$ cat src/hw/ps2lcd_defines.svh
`ifndef PS2LCD_DEFINES_SVH
`define PS2LCD_DEFINES_SVH

// line filter and frame format
`define PS2_FILTER_DEPTH 8
`define PS2_FRAME_BITS   11

// display geometry and pacing
`define LCD_LINE_CHARS   16
`define LCD_CHARS        32
`define WRITER_GAP       2

// set 2 scan codes
`define SC_BREAK  8'hF0
`define SC_EXTEND 8'hE0
`define SC_LSHIFT 8'h12
`define SC_RSHIFT 8'h59
`define SC_CAPS   8'h58
`define SC_BKSP   8'h66

// HD44780 style codes
`define LCD_CMD_LINE1 8'h80
`define LCD_CMD_LINE2 8'hC0
`define LCD_CMD_LAST  8'hCF
`define LCD_SPACE     8'h20

`endif

$ cat src/hw/ps2lcd_pkg.sv
`default_nettype none

package ps2lcd_pkg;

  typedef logic [7:0] scan_byte_t;
  typedef logic [7:0] ascii_t;
  typedef logic [5:0] cursor_t;  // 0 to 32

  typedef enum logic {
    KEY_CHAR,
    KEY_BKSP
  } key_kind_t;

  typedef struct packed {
    key_kind_t kind;
    ascii_t    ch;
  } key_event_t;

  typedef struct packed {
    logic       cmd;  // high for a command
    logic [7:0] data;
  } lcd_bus_t;

  typedef enum logic [1:0] {
    RX_IDLE,
    RX_SHIFT,
    RX_DONE
  } rx_state_t;

  typedef enum logic [1:0] {
    WR_IDLE,
    WR_WAIT,
    WR_PULSE,
    WR_GAP
  } wr_state_t;

endpackage

`default_nettype wire

$ cat src/hw/ps2_line_filter.sv
`timescale 1ns/1ps
`default_nettype none

`include "ps2lcd_defines.svh"

module ps2_line_filter #(
  parameter int DEPTH = `PS2_FILTER_DEPTH
) (
  input  logic clk,
  input  logic rst,
  input  logic line_in,
  output logic line_out
);

  logic [DEPTH-1:0] hist;
  logic [DEPTH-1:0] hist_next;

  assign hist_next = {hist[DEPTH-2:0], line_in};

  always_ff @(posedge clk or posedge rst) begin
    if (rst) begin
      hist     <= '1;
      line_out <= 1'b1;  // idle level
    end else begin
      hist <= hist_next;
      if (&hist_next) begin
        line_out <= 1'b1;
      end else if (~|hist_next) begin
        line_out <= 1'b0;
      end
    end
  end

endmodule

`default_nettype wire

$ cat src/hw/ps2_frame_receiver.sv
`timescale 1ns/1ps
`default_nettype none

`include "ps2lcd_defines.svh"

module ps2_frame_receiver (
  input  logic                   clk,
  input  logic                   rst,
  input  logic                   ps2_clk_f,
  input  logic                   ps2_data_f,
  output ps2lcd_pkg::scan_byte_t byte_out,
  output logic                   byte_valid
);

  import ps2lcd_pkg::*;

  localparam int CNT_W = $clog2(`PS2_FRAME_BITS + 1);

  rx_state_t                  state;
  logic                       clk_q;
  logic                       fall;
  logic                       shift_en;
  logic [CNT_W-1:0]           bit_cnt;
  logic [`PS2_FRAME_BITS-1:0] frame;

  assign fall = clk_q & ~ps2_clk_f;

  // start bit in idle, every bit after that in shift
  assign shift_en = fall &&
                    ((state == RX_SHIFT) || ((state == RX_IDLE) && !ps2_data_f));

  always_ff @(posedge clk or posedge rst) begin
    if (rst) begin
      clk_q   <= 1'b1;
      state   <= RX_IDLE;
      bit_cnt <= '0;
    end else begin
      clk_q <= ps2_clk_f;
      case (state)
        RX_IDLE: begin
          if (shift_en) begin
            state   <= RX_SHIFT;
            bit_cnt <= CNT_W'(1);
          end
        end
        RX_SHIFT: begin
          if (fall) begin
            if (bit_cnt == CNT_W'(`PS2_FRAME_BITS - 1)) begin
              state <= RX_DONE;  // stop bit taken
            end
            bit_cnt <= bit_cnt + CNT_W'(1);
          end
        end
        RX_DONE: begin
          state   <= RX_IDLE;
          bit_cnt <= '0;
        end
        default: begin
          state <= RX_IDLE;
        end
      endcase
    end
  end

  // lsb arrives first, so shift in from the top
  always_ff @(posedge clk) begin
    if (shift_en) begin
      frame <= {ps2_data_f, frame[`PS2_FRAME_BITS-1:1]};
    end
  end

  assign byte_out   = frame[8:1];  // drop start, parity, stop
  assign byte_valid = (state == RX_DONE);

endmodule

`default_nettype wire

$ cat src/hw/scan_decoder.sv
`timescale 1ns/1ps
`default_nettype none

`include "ps2lcd_defines.svh"

module scan_decoder (
  input  logic                   clk,
  input  logic                   rst,
  input  ps2lcd_pkg::scan_byte_t byte_in,
  input  logic                   byte_valid,
  output ps2lcd_pkg::key_event_t ev,
  output logic                   ev_valid,
  input  logic                   ev_ready
);

  import ps2lcd_pkg::*;

  logic       break_seen;
  logic       shift;
  logic       caps;
  logic       take;
  logic       rel_byte;
  logic       is_shift;
  logic       is_letter;
  logic       raise;
  ascii_t     mapped;
  key_event_t next_ev;

  assign take      = byte_valid && !ev_valid;  // bytes dropped while an event waits
  assign is_shift  = (byte_in == `SC_LSHIFT) || (byte_in == `SC_RSHIFT);
  assign rel_byte  = take && break_seen &&
                     (byte_in != `SC_BREAK) && (byte_in != `SC_EXTEND);
  assign is_letter = (mapped >= "a") && (mapped <= "z");
  assign raise     = rel_byte && ((byte_in == `SC_BKSP) || (mapped != '0));

  // lower case ascii per scan code, zero when unmapped
  always_comb begin
    mapped = '0;
    case (byte_in)
      8'h1C: mapped = "a";
      8'h32: mapped = "b";
      8'h21: mapped = "c";
      8'h23: mapped = "d";
      8'h24: mapped = "e";
      8'h2B: mapped = "f";
      8'h34: mapped = "g";
      8'h33: mapped = "h";
      8'h43: mapped = "i";
      8'h3B: mapped = "j";
      8'h42: mapped = "k";
      8'h4B: mapped = "l";
      8'h3A: mapped = "m";
      8'h31: mapped = "n";
      8'h44: mapped = "o";
      8'h4D: mapped = "p";
      8'h15: mapped = "q";
      8'h2D: mapped = "r";
      8'h1B: mapped = "s";
      8'h2C: mapped = "t";
      8'h3C: mapped = "u";
      8'h2A: mapped = "v";
      8'h1D: mapped = "w";
      8'h22: mapped = "x";
      8'h35: mapped = "y";
      8'h1A: mapped = "z";
      8'h45: mapped = "0";
      8'h16: mapped = "1";
      8'h1E: mapped = "2";
      8'h26: mapped = "3";
      8'h25: mapped = "4";
      8'h2E: mapped = "5";
      8'h36: mapped = "6";
      8'h3D: mapped = "7";
      8'h3E: mapped = "8";
      8'h46: mapped = "9";
      8'h29: mapped = `LCD_SPACE;
      default: mapped = '0;
    endcase
  end

  always_comb begin
    next_ev.kind = (byte_in == `SC_BKSP) ? KEY_BKSP : KEY_CHAR;
    if (is_letter && (caps ^ shift)) begin
      next_ev.ch = mapped - 8'h20;  // upper case
    end else begin
      next_ev.ch = mapped;
    end
  end

  always_ff @(posedge clk or posedge rst) begin
    if (rst) begin
      break_seen <= 1'b0;
      shift      <= 1'b0;
      caps       <= 1'b0;
      ev_valid   <= 1'b0;
    end else begin
      if (raise) begin
        ev_valid <= 1'b1;
      end else if (ev_ready) begin
        ev_valid <= 1'b0;
      end
      if (take) begin
        if (byte_in == `SC_BREAK) begin
          break_seen <= 1'b1;
        end else if (byte_in != `SC_EXTEND) begin
          break_seen <= 1'b0;
          if (is_shift) begin
            shift <= !break_seen;  // make sets, release clears
          end else if (break_seen && (byte_in == `SC_CAPS)) begin
            caps <= !caps;
          end
        end
      end
    end
  end

  always_ff @(posedge clk) begin
    if (raise) begin
      ev <= next_ev;
    end
  end

endmodule

`default_nettype wire

$ cat src/hw/lcd_writer.sv
`timescale 1ns/1ps
`default_nettype none

`include "ps2lcd_defines.svh"

module lcd_writer (
  input  logic                   clk,
  input  logic                   rst,
  input  ps2lcd_pkg::key_event_t ev,
  input  logic                   ev_valid,
  output logic                   ev_ready,
  input  logic                   busy,
  output ps2lcd_pkg::lcd_bus_t   lcd,
  output logic                   en
);

  import ps2lcd_pkg::*;

  localparam int GAP_W = $clog2(`WRITER_GAP + 1);

  wr_state_t          state;
  cursor_t            cursor;
  cursor_t            load_cursor;
  lcd_bus_t [2:0]     xq;  // pending transfers, entry 0 goes next
  lcd_bus_t [2:0]     load_q;
  logic [1:0]         n_left;
  logic [1:0]         load_n;
  logic [GAP_W-1:0]   gap_cnt;
  logic [4:0]         bk_idx;
  logic [7:0]         bk_addr;

  function automatic lcd_bus_t lcd_cmd(input logic [7:0] code);
    lcd_bus_t b;
    b.cmd  = 1'b1;
    b.data = code;
    return b;
  endfunction

  function automatic lcd_bus_t lcd_dat(input ascii_t ch);
    lcd_bus_t b;
    b.cmd  = 1'b0;
    b.data = ch;
    return b;
  endfunction

  // position left of the cursor, 80h or C0h based
  assign bk_idx  = 5'(cursor - cursor_t'(1));
  assign bk_addr = {1'b1, bk_idx[4], 2'b00, bk_idx[3:0]};

  always_comb begin
    load_q      = '0;
    load_n      = 2'd1;
    load_cursor = cursor + cursor_t'(1);
    if (ev.kind == KEY_CHAR) begin
      if (cursor == cursor_t'(`LCD_CHARS)) begin
        load_q[0]   = lcd_cmd(`LCD_CMD_LINE1);  // wrap to top line
        load_q[1]   = lcd_dat(ev.ch);
        load_n      = 2'd2;
        load_cursor = cursor_t'(1);
      end else if (cursor == cursor_t'(`LCD_LINE_CHARS)) begin
        load_q[0] = lcd_cmd(`LCD_CMD_LINE2);
        load_q[1] = lcd_dat(ev.ch);
        load_n    = 2'd2;
      end else begin
        load_q[0] = lcd_dat(ev.ch);
      end
    end else if (cursor == '0) begin
      load_q[0]   = lcd_cmd(`LCD_CMD_LAST);  // back up into last cell
      load_q[1]   = lcd_dat(`LCD_SPACE);
      load_q[2]   = lcd_cmd(`LCD_CMD_LAST);
      load_n      = 2'd3;
      load_cursor = cursor_t'(`LCD_CHARS - 1);
    end else begin
      load_q[0]   = lcd_cmd(bk_addr);
      load_q[1]   = lcd_dat(`LCD_SPACE);
      load_q[2]   = lcd_cmd(bk_addr);
      load_n      = 2'd3;
      load_cursor = cursor - cursor_t'(1);
    end
  end

  always_ff @(posedge clk or posedge rst) begin
    if (rst) begin
      state   <= WR_IDLE;
      cursor  <= '0;
      xq      <= '0;
      n_left  <= '0;
      gap_cnt <= '0;
    end else begin
      case (state)
        WR_IDLE: begin
          if (ev_valid) begin
            xq     <= load_q;
            n_left <= load_n;
            cursor <= load_cursor;
            state  <= WR_WAIT;
          end
        end
        WR_WAIT: begin
          if (!busy) begin
            state <= WR_PULSE;
          end
        end
        WR_PULSE: begin
          xq      <= {lcd_bus_t'('0), xq[2:1]};
          n_left  <= n_left - 2'd1;
          gap_cnt <= '0;
          state   <= WR_GAP;
        end
        WR_GAP: begin
          // give the display time to raise busy
          if (gap_cnt == GAP_W'(`WRITER_GAP - 1)) begin
            state <= (n_left != '0) ? WR_WAIT : WR_IDLE;
          end else begin
            gap_cnt <= gap_cnt + GAP_W'(1);
          end
        end
        default: begin
          state <= WR_IDLE;
        end
      endcase
    end
  end

  assign ev_ready = (state == WR_IDLE);
  assign en       = (state == WR_PULSE);
  assign lcd      = xq[0];

endmodule

`default_nettype wire

$ cat src/hw/ps2_lcd_top.sv
`timescale 1ns/1ps
`default_nettype none

module ps2_lcd_top (
  input  logic                   clk,
  input  logic                   rst,
  input  logic                   ps2_clk,
  input  logic                   ps2_data,
  input  logic                   busy,
  output ps2lcd_pkg::lcd_bus_t   lcd,
  output logic                   en,
  output ps2lcd_pkg::scan_byte_t led
);

  import ps2lcd_pkg::*;

  logic [1:0] pins;
  logic [1:0] filt;  // 0 clock, 1 data
  scan_byte_t rx_byte;
  logic       rx_valid;
  key_event_t ev;
  logic       ev_valid;
  logic       ev_ready;

  assign pins = {ps2_data, ps2_clk};

  for (genvar i = 0; i < 2; i++) begin : g_filter
    ps2_line_filter ps2_line_filter_inst (
      .clk      (clk),
      .rst      (rst),
      .line_in  (pins[i]),
      .line_out (filt[i])
    );
  end

  ps2_frame_receiver ps2_frame_receiver_inst (
    .clk        (clk),
    .rst        (rst),
    .ps2_clk_f  (filt[0]),
    .ps2_data_f (filt[1]),
    .byte_out   (rx_byte),
    .byte_valid (rx_valid)
  );

  scan_decoder scan_decoder_inst (
    .clk        (clk),
    .rst        (rst),
    .byte_in    (rx_byte),
    .byte_valid (rx_valid),
    .ev         (ev),
    .ev_valid   (ev_valid),
    .ev_ready   (ev_ready)
  );

  lcd_writer lcd_writer_inst (
    .clk      (clk),
    .rst      (rst),
    .ev       (ev),
    .ev_valid (ev_valid),
    .ev_ready (ev_ready),
    .busy     (busy),
    .lcd      (lcd),
    .en       (en)
  );

  always_ff @(posedge clk or posedge rst) begin
    if (rst) begin
      led <= '0;
    end else if (rx_valid) begin
      led <= rx_byte;  // last byte off the wire
    end
  end

endmodule

`default_nettype wire

$ cat config.mk
export PLATFORM = sky130hd
export DESIGN_NAME = ps2_lcd_top
export DESIGN_NICKNAME = d
export VERILOG_FILES = /design/src/hw/ps2lcd_pkg.sv /design/src/hw/ps2_line_filter.sv /design/src/hw/ps2_frame_receiver.sv /design/src/hw/scan_decoder.sv /design/src/hw/lcd_writer.sv /design/src/hw/ps2_lcd_top.sv
export VERILOG_INCLUDE_DIRS = /design/src /design/src/hw
export SDC_FILE = /design/constraint.sdc
export NUM_CORES = 1
export LEC_CHECK = 0
export BUFFER_PORTS_ARGS = -buffer_cell sky130_fd_sc_hd__buf_2
export CAP_MARGIN = 40
export CORE_AREA = 2 2 93 140
export CTS_BUF_LIST = sky130_fd_sc_hd__clkbuf_8
export CTS_CLUSTER_DIAMETER = 50
export DETAILED_ROUTE_END_ITERATION = 10
export DIE_AREA = 0 0 95 142
export GPL_TIMING_DRIVEN = 0
export PLACE_DENSITY_LB_ADDON = 0.3
export SLEW_MARGIN = 20
export SYNTH_ARGS = -nofsm -noshare
export SYNTH_HDL_FRONTEND = slang
export SYNTH_HIERARCHICAL = 1
export SYNTH_SLANG_ARGS = --single-unit
$ cat constraint.sdc
create_clock -name clk -period 2.96 [get_ports clk]
set_clock_uncertainty 0.2 [all_clocks]
set_input_delay 0.296 -clock clk [delete_from_list [all_inputs] [get_ports clk]]
set_output_delay 0.296 -clock clk [all_outputs]
set_load 0.01 [all_outputs]
After elaboration in Yosys (flattened, before gate mapping) --
Memories as Yosys holds them, arrays and structs flattened. A register that Yosys moved wholly into a read port is not among the register bits. Cells that the tools add are included.
Storage, ports and cells: memories kept 1, input port bits 5, memory bits (read-only) 896, register bits 94
Cells by class: reduce and logical (&&, ||, !) cells 40, $lt $le $gt $ge 2, bitwise operators 5, eq/ne operators 25, multiplexer cells 42, add/subtract/negate cells 6
Memories:
- (no name shown) | depth 128, width 7, read ports 1, clocked after Yosys merged registers in 1, wr ports 0, line scan_decoder.sv:39 | case (byte_in)
Operators by type and width (number):
- $pmux W27 S2 | 1
- $mux W18 | 2
- $mux W27 | 1
- $mux W25 | 1
- $eq A8 B7 Y1 const B | 3
- $mux W8 | 3
- $mux W2 | 11
- $mux W6 | 3
- $mux W9 | 2
- $ne A8 B8 Y1 const B | 2
- $reduce_and A8 Y1 | 2
- $reduce_or A8 Y1 | 2
- $ne A2 B1 Y1 const B | 6
- $pmux W2 S2 | 3
- $pmux W4 S3 | 1
- $logic_and A1 B1 Y1 | 10
- $mux W1 | 10
- $reduce_bool A2 Y1 | 5
- $reduce_and A3 Y1 | 3
- $eq A8 B5 Y1 const B | 1
- $eq A8 B8 Y1 const B | 1
- $ge A8 B7 Y1 const B | 1
- $le A8 B7 Y1 const B | 1
- $mux W4 | 2
- other kinds (26) | 43

Depth between registers and ports, before layout --
Gate-level depths: netlist of run 1.
depth in word-level cells 7, gate-level depth with buffers 13, gate-level depth less buffers 11

By module --
Netlist of run 1, hierarchy kept.
Modules (own cells, without submodules):
- lcd_writer | seq. area each 900.9 µm², area an instance 2250.9 µm², instances 1, cells each 247
- scan_decoder | seq. area each 370.4 µm², area an instance 1495.2 µm², instances 1, cells each 182
- ps2_frame_receiver | seq. area each 476.7 µm², area an instance 879.6 µm², instances 1, cells each 65
- ps2_line_filter | seq. area each 210.2 µm², area an instance 251.5 µm², instances 2, cells each 15
- ps2_lcd_top | seq. area each 200.2 µm², area an instance 335.3 µm², instances 1, cells each 18

Least setup slack after synthesis of run 1 --
OpenSTA, ideal clock, no wires.
path type register to register, start reg ps2_frame_receiver_inst.frame[2], end reg scan_decoder_inst.ev_valid, clock period less this slack 2.680 ns, path slack 0.280 ns, required time 2.635 ns, setup time 0.125 ns, cell stages (with the launch flop) 12, arrival 2.355 ns, cells stage by stage edfxtp_1 -> buf_4 -> inv_1 -> ha_1 -> buf_6 -> nor2b_1 -> a2111oi_2 -> o21ai_1 -> a31o_1 -> nor4_2 -> a41oi_2 -> o21bai_1
On the way: longest elaborated chain between the ends 5
RTL lines:
- start: declaration | line ps2_frame_receiver.sv:24 | logic [`PS2_FRAME_BITS-1:0] frame;
- start signal: assignment | line ps2_frame_receiver.sv:68 | frame <= {ps2_data_f, frame[`PS2_FRAME_BITS-1:1]};
- $ne A8 B8 Y1 (no line)
- $logic_and A1 B1 Y1 (2 in a row) | line scan_decoder.sv:31 | assign rel_byte = take && break_seen &&
- $logic_and A1 B1 Y1 (*) | line scan_decoder.sv:34 | assign raise = rel_byte && ((byte_in == `SC_BKSP) || (mapped != '0));
- via scan_decoder_inst.raise | line scan_decoder.sv:25 | logic raise;
- $mux W1 or $reduce_bool A2 Y1 (tied branches)
- end signal: assignment | line scan_decoder.sv:95 | ev_valid <= 1'b0;
- end signal: assignment | line scan_decoder.sv:98 | ev_valid <= 1'b1;
- end signal: assignment | line scan_decoder.sv:100 | ev_valid <= 1'b0;
- end: declaration | line scan_decoder.sv:12 | output logic ev_valid,
The timed path passes the listed nets; every way through them passes the cells marked *. A chain may end at the register's enable or synchronous reset.

==> results of run 1 <==
## how the worst max path moves through the flow
stage,start,endpoint,slack [ps],cells past startpoint
finish,ps2_frame_receiver_inst/frame[2],scan_decoder_inst/ev[7],100,10
global route,ps2_frame_receiver_inst/frame[2],scan_decoder_inst/ev_valid,-20,12
CTS,ps2_frame_receiver_inst/frame[2],scan_decoder_inst/ev_valid,-20,10
detailed placement,ps2_frame_receiver_inst/frame[2],scan_decoder_inst/ev_valid,-160,10
global placement,ps2_frame_receiver_inst/frame[2],scan_decoder_inst/ev_valid,-140,10
floorplan,ps2_frame_receiver_inst/frame[2],scan_decoder_inst/ev_valid,280,11
## Yosys cell counts, types with 7 or more instances
| cell type | instances |
|---|---|
| sky130_fd_sc_hd__nand3_1 | 28 |
| sky130_fd_sc_hd__dfstp_2 | 17 |
| sky130_fd_sc_hd__o211ai_1 | 8 |
| sky130_fd_sc_hd__nand2_1 | 38 |
| sky130_fd_sc_hd__nor2_1 | 36 |
| sky130_fd_sc_hd__o21ai_0 | 22 |
| sky130_fd_sc_hd__buf_4 | 25 |
| sky130_fd_sc_hd__a21oi_1 | 38 |
| sky130_fd_sc_hd__nand2b_1 | 11 |
| sky130_fd_sc_hd__nor2b_1 | 11 |
| sky130_fd_sc_hd__dfrtp_1 | 54 |
| sky130_fd_sc_hd__nand4_1 | 7 |
| sky130_fd_sc_hd__inv_1 | 28 |
| sky130_fd_sc_hd__ha_1 | 25 |
| sky130_fd_sc_hd__o31ai_1 | 9 |
| sky130_fd_sc_hd__clkbuf_1 | 8 |
| sky130_fd_sc_hd__edfxtp_1 | 19 |
| sky130_fd_sc_hd__mux2_4 | 10 |
## cells by family (layout without fill, tap and decap cells)
kind of cell / after synthesis / count (layout)
buffers and inverters: 75 / 130
AO/OA/AOI/OAI: 148 / 149
adder cells (fa/ha/maj): 25 / 25
multiplexers: 19 / 19
flip-flops: 90 / 90
AND/OR/NAND/NOR: 178 / 178
XOR/XNOR: 7 / 7
## worst max-delay path, stage by stage (launching register included)
cell	delay [ps]
sky130_fd_sc_hd__edfxtp_1	410
sky130_fd_sc_hd__buf_6	150
sky130_fd_sc_hd__buf_4	130
sky130_fd_sc_hd__buf_4	120
sky130_fd_sc_hd__ha_1	200
sky130_fd_sc_hd__nand2b_1	200
sky130_fd_sc_hd__a21oi_1	90
sky130_fd_sc_hd__o21ai_0	240
sky130_fd_sc_hd__nand3_2	180
sky130_fd_sc_hd__or4_4	530
sky130_fd_sc_hd__and3_1	160
## stage by stage
step / cell area (µm²) / instances / util (%) / worst slack [ps]
5_1_grt: 6213 / 754 / 50.42 / -18.07
6_report: 6213 / 754 / 50.42 / 102.1
3_3_place_gp: 5769 / 720 / 46.81 / -141.5
4_1_cts: 6038 / 741 / 48.99 / -20.80
2_1_floorplan: 5464 / 542 / - / 279.9
3_5_place_dp: 5789 / 721 / 46.97 / -161.7
## per-layer routing
metal  global-route usage, %  up-vias  routed length (µm)  part of all wire [%]
met5                       0        -                   0                     0
met4                   12.20        0                 615                   4.6
met3                   2.966       50                 497                   3.7
met2                   35.98      155                7202                    54
met1                   22.60     2173                5102                    38
li1                        -     2067                   -                     -
## repair_timing
item,CTS,global route
setup endpoints to repair,11,13
hold buffers,3,0
gates cloned,0,1
pin swaps,1,7
resized for setup,6,13
endpoints found under the hold margin,74,0
setup buffers,1,11
## registers in the layout, indices dropped and copies added, names as in the netlist, 4 cells and up
register	cells
g_filter.ps2_line_filter_inst/hist	14
led	8
ps2_frame_receiver_inst/frame	10
scan_decoder_inst/ev	9
lcd_writer_inst/cursor	6
ps2_frame_receiver_inst/bit_cnt	4
lcd_writer_inst/xq	15
lcd_writer_inst/lcd	9
## layout make-up
cell class / count / area [µm²]
Multi-Input combinational cell: 378 / 2785
Tap cell: 156 / 195.2
Fill cell: 1079 / 6111
Sequential cell: 90 / 2369
Clock inverter: 7 / 47.55
Inverter: 29 / 112.6
Buffer: 46 / 322.8
Clock buffer: 9 / 123.9
Timing Repair Buffer: 39 / 257.7
## power groups by stage
stage | sequential (mW) | combinational, mW | clock (mW)
floorplan | 1.87 | 1.85 | 0
finish | 1.89 | 2.55 | 0.747
global placement | 1.89 | 2.41 | 0
CTS | 1.89 | 2.51 | 0.778
detailed placement | 1.91 | 2.47 | 0
global route | 1.94 | 2.82 | 0.822
==> impl_summary.md, run 1 <==
Critical path
The maximum fanout encountered on the critical timing path is 5. The worst setup path is launched from a flop. The reg-to-reg endpoint is scan_decoder_inst/ev[7].

The classification of the worst setup path is reg2reg. The number of cells on the worst reg-to-reg path is 10. For flop-to-flop paths, the worst setup slack is a little over 100 ps. The critical path capture point type is a flop.

The startpoint of the worst-slack reg-to-reg timing path is ps2_frame_receiver_inst/frame[2]. STA puts the critical path data arrival time at roughly 2800 ps. Data on the critical path is required at its endpoint by between 2000 and 3000 ps.

Yosys
The XOR/XNOR share of the synthesized area is approximately 1.1%. The net count after synthesis is 572. The distinct cell type count after synthesis is roughly 90. The dominant combinational cell family by area after synthesis is compound AO/OA/AOI/OAI gates. Summing the areas of all compound-gate instances in the mapped netlist gives between 10% and 20% of the synthesized area. The share of flip-flops with an asynchronous set or reset is ~80%. The cell accounting for the most synthesized area is sky130_fd_sc_hd__dfrtp_1. Among all flip-flop cells after synthesis, the most frequent one is sky130_fd_sc_hd__dfrtp_1. The sequential cell area fraction in the yosys report is 43.35%.

Of the total synthesized cell area, the portion taken by AND, OR, NAND and NOR gates is ~18%. Yosys printed 6 warnings. In this run the mean area of a mapped cell was between 10 and 15 µm². The portion of synthesized area spent on multiplexers is 4.488%. The synthesized cell area is 0.005464 mm². By area the synthesized netlist is led by sky130_fd_sc_hd__dfrtp_1 (25%), sky130_fd_sc_hd__edfxtp_1 (10%), sky130_fd_sc_hd__dfstp_2 (8.2%), sky130_fd_sc_hd__ha_1 (5.7%), sky130_fd_sc_hd__a21oi_1 (3.5%). In the synthesized netlist, the number of instances is roughly 540. In this run, synthesis produced a sequential element count of 90. The number of flops mapped to enable cells by yosys is 19. The adder and majority cell fraction of the synthesized area is under 10%.

The proportion of netlist area held by the largest area contributor is around a quarter.

Pwr
The total internal power is approximately 3.0 mW. Combinational cells account for ~50% of the total power. The switching power of the nets is ~2.2 mW. Sequential cells burn a little over a third of the power. Power comes to 5.193 mW. Power spread over the standard cell area amounts to about 840 mW/mm². In this run, the clock network consumes around 14% of the power.

The total leakage power is about 2.6 nW. The maximum vdd ir drop is about 420 µV. Net switching is 41.72% of the power.

Clocking
The CTS tree is done. The maximum clock path buffer count is 2. The clock-pin transition on the worst setup and hold timing paths is about 90 ps.

The total number of H-tree levels is 3. The clock reaches the later pin of the worst-skew pair after about 360 ps. The total number of clock tree sinks is 90. The number of clock buffers inserted by TritonCTS is 9.

The tree is rooted in a sky130_fd_sc_hd__clkbuf_8.

Die
The total core area is about 0.012 mm². Measured along the y axis, the die boundary spans 142 µm. The floorplan step defined a die boundary enclosing between 0.01 and 0.015 mm².

After floorplanning, the core was divided into 50 placement rows. The effective utilization at floorplan is between 40% and 50%. The floorplan step set the die width to ~95 µm.

The boundary pin count is 23.

Place
The count of buffers added on input and output ports is 22. The weighted congestion at the end of routability-driven global placement is about 0.93. The placed wire-length estimate is between 9000 and 10000 µm.

Worst hold path
The worst min-delay path endpoint is lcd_writer_inst/state[0]. Along the worst hold path, the cell count comes to 4. The path category of the worst min-delay check is in2reg. The worst hold path begins at busy.

Run status
The run finished with clean final reports.

GRT
The number of antenna violations at the first check in global routing was 0. In the global route stage, overall resource usage came out at 20.33%. Entering global routing, the biggest net connects 32 pins.

The first global-routing pass estimated roughly 21000 µm of wire. The via count of the first global-routing pass is ~4400. The total grt overflow is 0.

STA
The worst pin sits at a relative slew slack of about 43%. The setup TNS is 0 ps. The number of pins with negative max-slew slack in the final report was 0. The clock period could shrink to between 2000 and 3000 ps. The actual transition at the worst max-transition pin is ~850 ps. The final hold slack is 111.1 ps.

The number of endpoints with negative hold slack in the final report came to 0. Static timing analysis puts the maximum clock frequency at ~350 MHz. Setup violations remaining at the end of the flow were counted as 0. Of the available clock period, the critical path in the final layout requires 96.55%.

Drt
The number of vias per cell after detailed routing is slightly below 6. The post-detailed-routing wire length is roughly 13000 µm. The detailed-routing iteration count for the pre-antenna-repair pass is 5.

The detail-routed net length per standard cell is between 15 and 20 µm. The starting DRC count in detailed routing is approximately 210. In the routed design, unresolved DRC markers number 0. The count of vias placed by the detailed router is 4445. The remaining antenna violation count after routing is 0.

Job
The max capacitance violation total is 0.

Final layout
The relative area change from synthesis to final layout is 13.72%. The number of inserted diodes is 0. The library cell used most frequently in the layout, excluding fill and tap cells, is sky130_fd_sc_hd__dfrtp_1. The share of post-route cells with drive strength above 1 is 26.92%. The final layout contains ~620 nets.

The top cell types in the final layout, fill and taps aside, are sky130_fd_sc_hd__dfrtp_1 (54), sky130_fd_sc_hd__buf_4 (37), sky130_fd_sc_hd__nand2_1 (37), sky130_fd_sc_hd__a21oi_1 (37), sky130_fd_sc_hd__nor2_1 (36).
No activity file was read; power rests on OpenSTA's default activity.
==> inputs of run 2 (changes only) <==
==> constraint.sdc (replaced) <==
create_clock -name clk -period 2.96 [get_ports clk]
set_clock_uncertainty 0.2 [all_clocks]
set_input_delay 0.148 -clock clk [delete_from_list [all_inputs] [get_ports clk]]
set_output_delay 0.148 -clock clk [all_outputs]
set_load 0.01 [all_outputs]
==> run 2 against run 1 <==
Power rose by 0.17%. Cell count rose by 0.13%. Die area did not move. Via count fell by 0.54%. Critical path depth did not move. Critical path type unchanged. Critical endpoint unchanged. Largest cell class unchanged.
==> impl_summary.md, run 2 (same netlist as run 1, synthesis figures left out) <==
Critical path
The critical path capture point type is a flop. The critical path is of the reg2reg type. The maximum fanout encountered on the critical timing path came to 5 (unchanged). Among the stages of the critical path, the cell type that occurs most often is sky130_fd_sc_hd__buf_4. The data arrival time of the critical path came to 2770 ps (about the same). The data required time of the worst path is 2880 ps (about the same). The critical path's slowest cell is sky130_fd_sc_hd__or4_4.

Traced cell by cell, the critical path runs through buf_6 -> buf_4 -> buf_4 -> ha_1 -> nand2b_1 -> a21oi_1 -> o21ai_0 -> nand3_2 -> or4_4 -> and3_1. The kind of start point of the critical path is a flop. The critical path buffer and inverter count is 3 (unchanged).

The largest stage delay on the critical path was 530 ps (about the same). The kind of cell adding the most delay to the critical path is simple AND/OR/NAND/NOR gates.

Final layout
The number of flip-flops under the largest register name is 15 (unchanged). The largest registers in the layout are lcd_writer_inst/xq x15, g_filter.ps2_line_filter_inst/hist x14, ps2_frame_receiver_inst/frame x10. The number of inserted filler cells in the final layout came to 1078 (-0.093%). The sequential standard cell area is 0.002369 mm² (unchanged). The share of post-route cells with drive strength above 1 came to 26.88% (-0.045 points). The footprint of the multi-input gates was 0.002785 mm² (unchanged). The share of the core filled with cells was 50.50% (+0.081 points).

The register with the highest flop count is lcd_writer_inst/xq. The final net count came to 624 (+0.16%). From synthesis to final layout, the design area changed by 13.90%. Leaving out fill and tap cells, the most frequent cells in the layout are sky130_fd_sc_hd__dfrtp_1 (54), sky130_fd_sc_hd__buf_4 (37), sky130_fd_sc_hd__nand2_1 (37), sky130_fd_sc_hd__a21oi_1 (37), sky130_fd_sc_hd__nor2_1 (36). The number of inserted diodes came to 0 (unchanged). Leaving out fill and tap cells, the most frequent cell in the layout is sky130_fd_sc_hd__dfrtp_1.

STA
The number of pins with negative max-slew slack in the final report was 0 (unchanged). The setup TNS is 0 ps (unchanged). The actual transition at the worst max-transition pin is 846.5 ps (-1.085 ps). The part of the cycle the worst path needs is 96.16% (-0.39 points). The worst max-slew margin expressed relative to the limit came to 43.56% (+0.072 points). The fmax came to 351.3 MHz (+0.40%). The final number of setup-violating endpoints is 0 (unchanged).

The time the final worst path needs with I/O delays and setup is 2846 ps (-11.52 ps). The number of endpoints with negative hold slack in the final report came to 0 (unchanged).

Die
The total core area was 0.01232 mm² (unchanged). The boundary pin count is 23 (unchanged). The area enclosed by the die boundary was 0.01349 mm² (unchanged). The floorplan row count is 50 (unchanged).

The die extent in x is 95 µm (unchanged). The effective utilization at floorplan is 44.34% (unchanged). The die height was 142 µm (unchanged).

Clocking
The CTS tree is done. The clock-pin transition on the worst setup and hold timing paths was 90 ps (about the same). The total number of clock tree sinks is 90 (unchanged). The total number of H-tree levels is 3 (unchanged). Clock tree synthesis selected as its root buffer the cell sky130_fd_sc_hd__clkbuf_8. The maximum clock path buffer count is 2 (unchanged). The number of clock buffers inserted by TritonCTS is 9 (unchanged).

The clock latency reported for the late side of the worst-skew pair is 360 ps (about the same).

Drt
The post-detailed-routing wire length is 13440 µm (+0.13%). The starting DRC count in detailed routing came to 217 (+4.8%). The number of vias per cell after detailed routing is 5.856 (-0.67%).

The detail-routed net length per standard cell was 17.79 µm (about the same). The detailed-routing iteration count for the pre-antenna-repair pass is 6 (+1). The final routed DRC violation total is 0 (unchanged).

The remaining antenna violation count after routing is 0 (unchanged). The count of vias placed by the detailed router is 4421 (-0.54%).

Job
The max capacitance violation total is 0 (unchanged).

Pwr
The relative contribution of the clock network to total power is 14.4% (about the same). The power density of the placed cells is 835.9 mW/mm² (about the same). The total internal power is 3.028 mW (about the same). The switching share of power was 41.80% (+0.081 points). The total leakage power was 2.573 nW (+0.16%).

The switching power of the nets was 2.174 mW (+0.37%). The combinational power share was 49.2% (about the same). The part of the total power dissipated in sequential elements is 36.4% (about the same). The maximum vdd ir drop was 423.2 µV (about the same).

GRT
The pin count of the biggest net entering global routing was 32 (unchanged). The total routing usage reported by global routing is 20.35% (+0.022 points). The via count of the first global-routing pass is 4376 (+0.023%).

The wire length of the first global-routing pass came to 21430 µm (about the same). The total grt overflow came to 0 (unchanged). The number of antenna violations at the first check in global routing was 0 (unchanged).

Place
The weighted congestion at the end of routability-driven global placement came to 0.9323 (unchanged). The number of input and output port buffers inserted was 22 (unchanged). The placed wire-length estimate is 9910 µm (unchanged).

Worst hold path
The path category of the worst min-delay check is in2async.

Run status
The flow ran to the end, and the final reports show no timing, DRC or antenna violations.
## run 2: changes by cell type in the layout (fill, tap and decap cells not counted)
cell                            change
sky130_fd_sc_hd__dlygate4sd3_1      +1
## run 2: final timing paths
kind | slack [ps] | endpoint | cells past startpoint | from
hold / removal | 90 | scan_decoder_inst/break_seen | 3 | rst
min in group clk | 170 | g_filter[0].ps2_line_filter_inst/hist[6] | 0 | g_filter[0].ps2_line_filter_inst/hist[5]
hold reg to reg | 170 | g_filter[0].ps2_line_filter_inst/hist[6] | 0 | g_filter[0].ps2_line_filter_inst/hist[5]
max in group asynchronous | 2030 | lcd_writer_inst/lcd[4] | 4 | rst
setup / recovery | 110 | scan_decoder_inst/ev[7] | 10 | ps2_frame_receiver_inst/frame[2]
setup reg to reg | 110 | scan_decoder_inst/ev[7] | 10 | ps2_frame_receiver_inst/frame[2]
## run 2: stage by stage
stage	cell area (µm²)	setup WS [ps]	hold slack, ps	instances	total power, mW
after detailed placement	5789	-161.7	-79.04	721	4.380
after global routing	6223	-18.07	104.2	755	5.581
final	6223	113.6	89.68	755	5.202
after global placement	5769	-141.5	-80.45	720	4.300
after floorplan	5464	279.9	-285.9	542	3.716
after CTS	6048	-20.80	72.04	742	5.179
## run 2: power by group through the flow
stage | Combinational [mW] | Clock, mW | Sequential (mW)
after detailed placement | 2.47 | 0 | 1.91
after global routing | 2.82 | 0.822 | 1.94
after global placement | 2.41 | 0 | 1.89
after CTS | 2.51 | 0.778 | 1.89
after floorplan | 1.85 | 0 | 1.87
final | 2.56 | 0.750 | 1.89
## run 2: layout make-up
cell class	count	share of cell area (%)
repair buffers	40	4.302
well taps	156	3.136
flip-flops and latches	90	38.06
clock buffers	9	1.990
multi-input cells	378	44.75
clock inverters	7	0.7640
inverters	29	1.809
plain buffers	46	5.187
## run 2: worst register-to-register path, stage by stage (launching register included)
cell and delay (ps):
sky130_fd_sc_hd__edfxtp_1 410, sky130_fd_sc_hd__buf_6 150, sky130_fd_sc_hd__buf_4 130, sky130_fd_sc_hd__buf_4 120, sky130_fd_sc_hd__ha_1 200, sky130_fd_sc_hd__nand2b_1 200, sky130_fd_sc_hd__a21oi_1 90, sky130_fd_sc_hd__o21ai_0 240
sky130_fd_sc_hd__nand3_2 180, sky130_fd_sc_hd__or4_4 530, sky130_fd_sc_hd__and3_1 160
## run 2: per-layer routing
layer,vias up,global-route usage (%),wire length [µm]
met4,0,12.20,638
met5,-,0,0
met3,47,2.966,465
met1,2168,22.63,5208
li1,2070,-,-
met2,136,36.02,7123
## run 2: what timing repair did
item | in CTS | in global routing
hold endpoints to repair | 76 | 0
pin swaps | 1 | 7
endpoints found under the setup margin | 11 | 13
cloned | 0 | 1
hold buffers | 4 | 0
buffers inserted | 1 | 11
resized for setup | 6 | 13
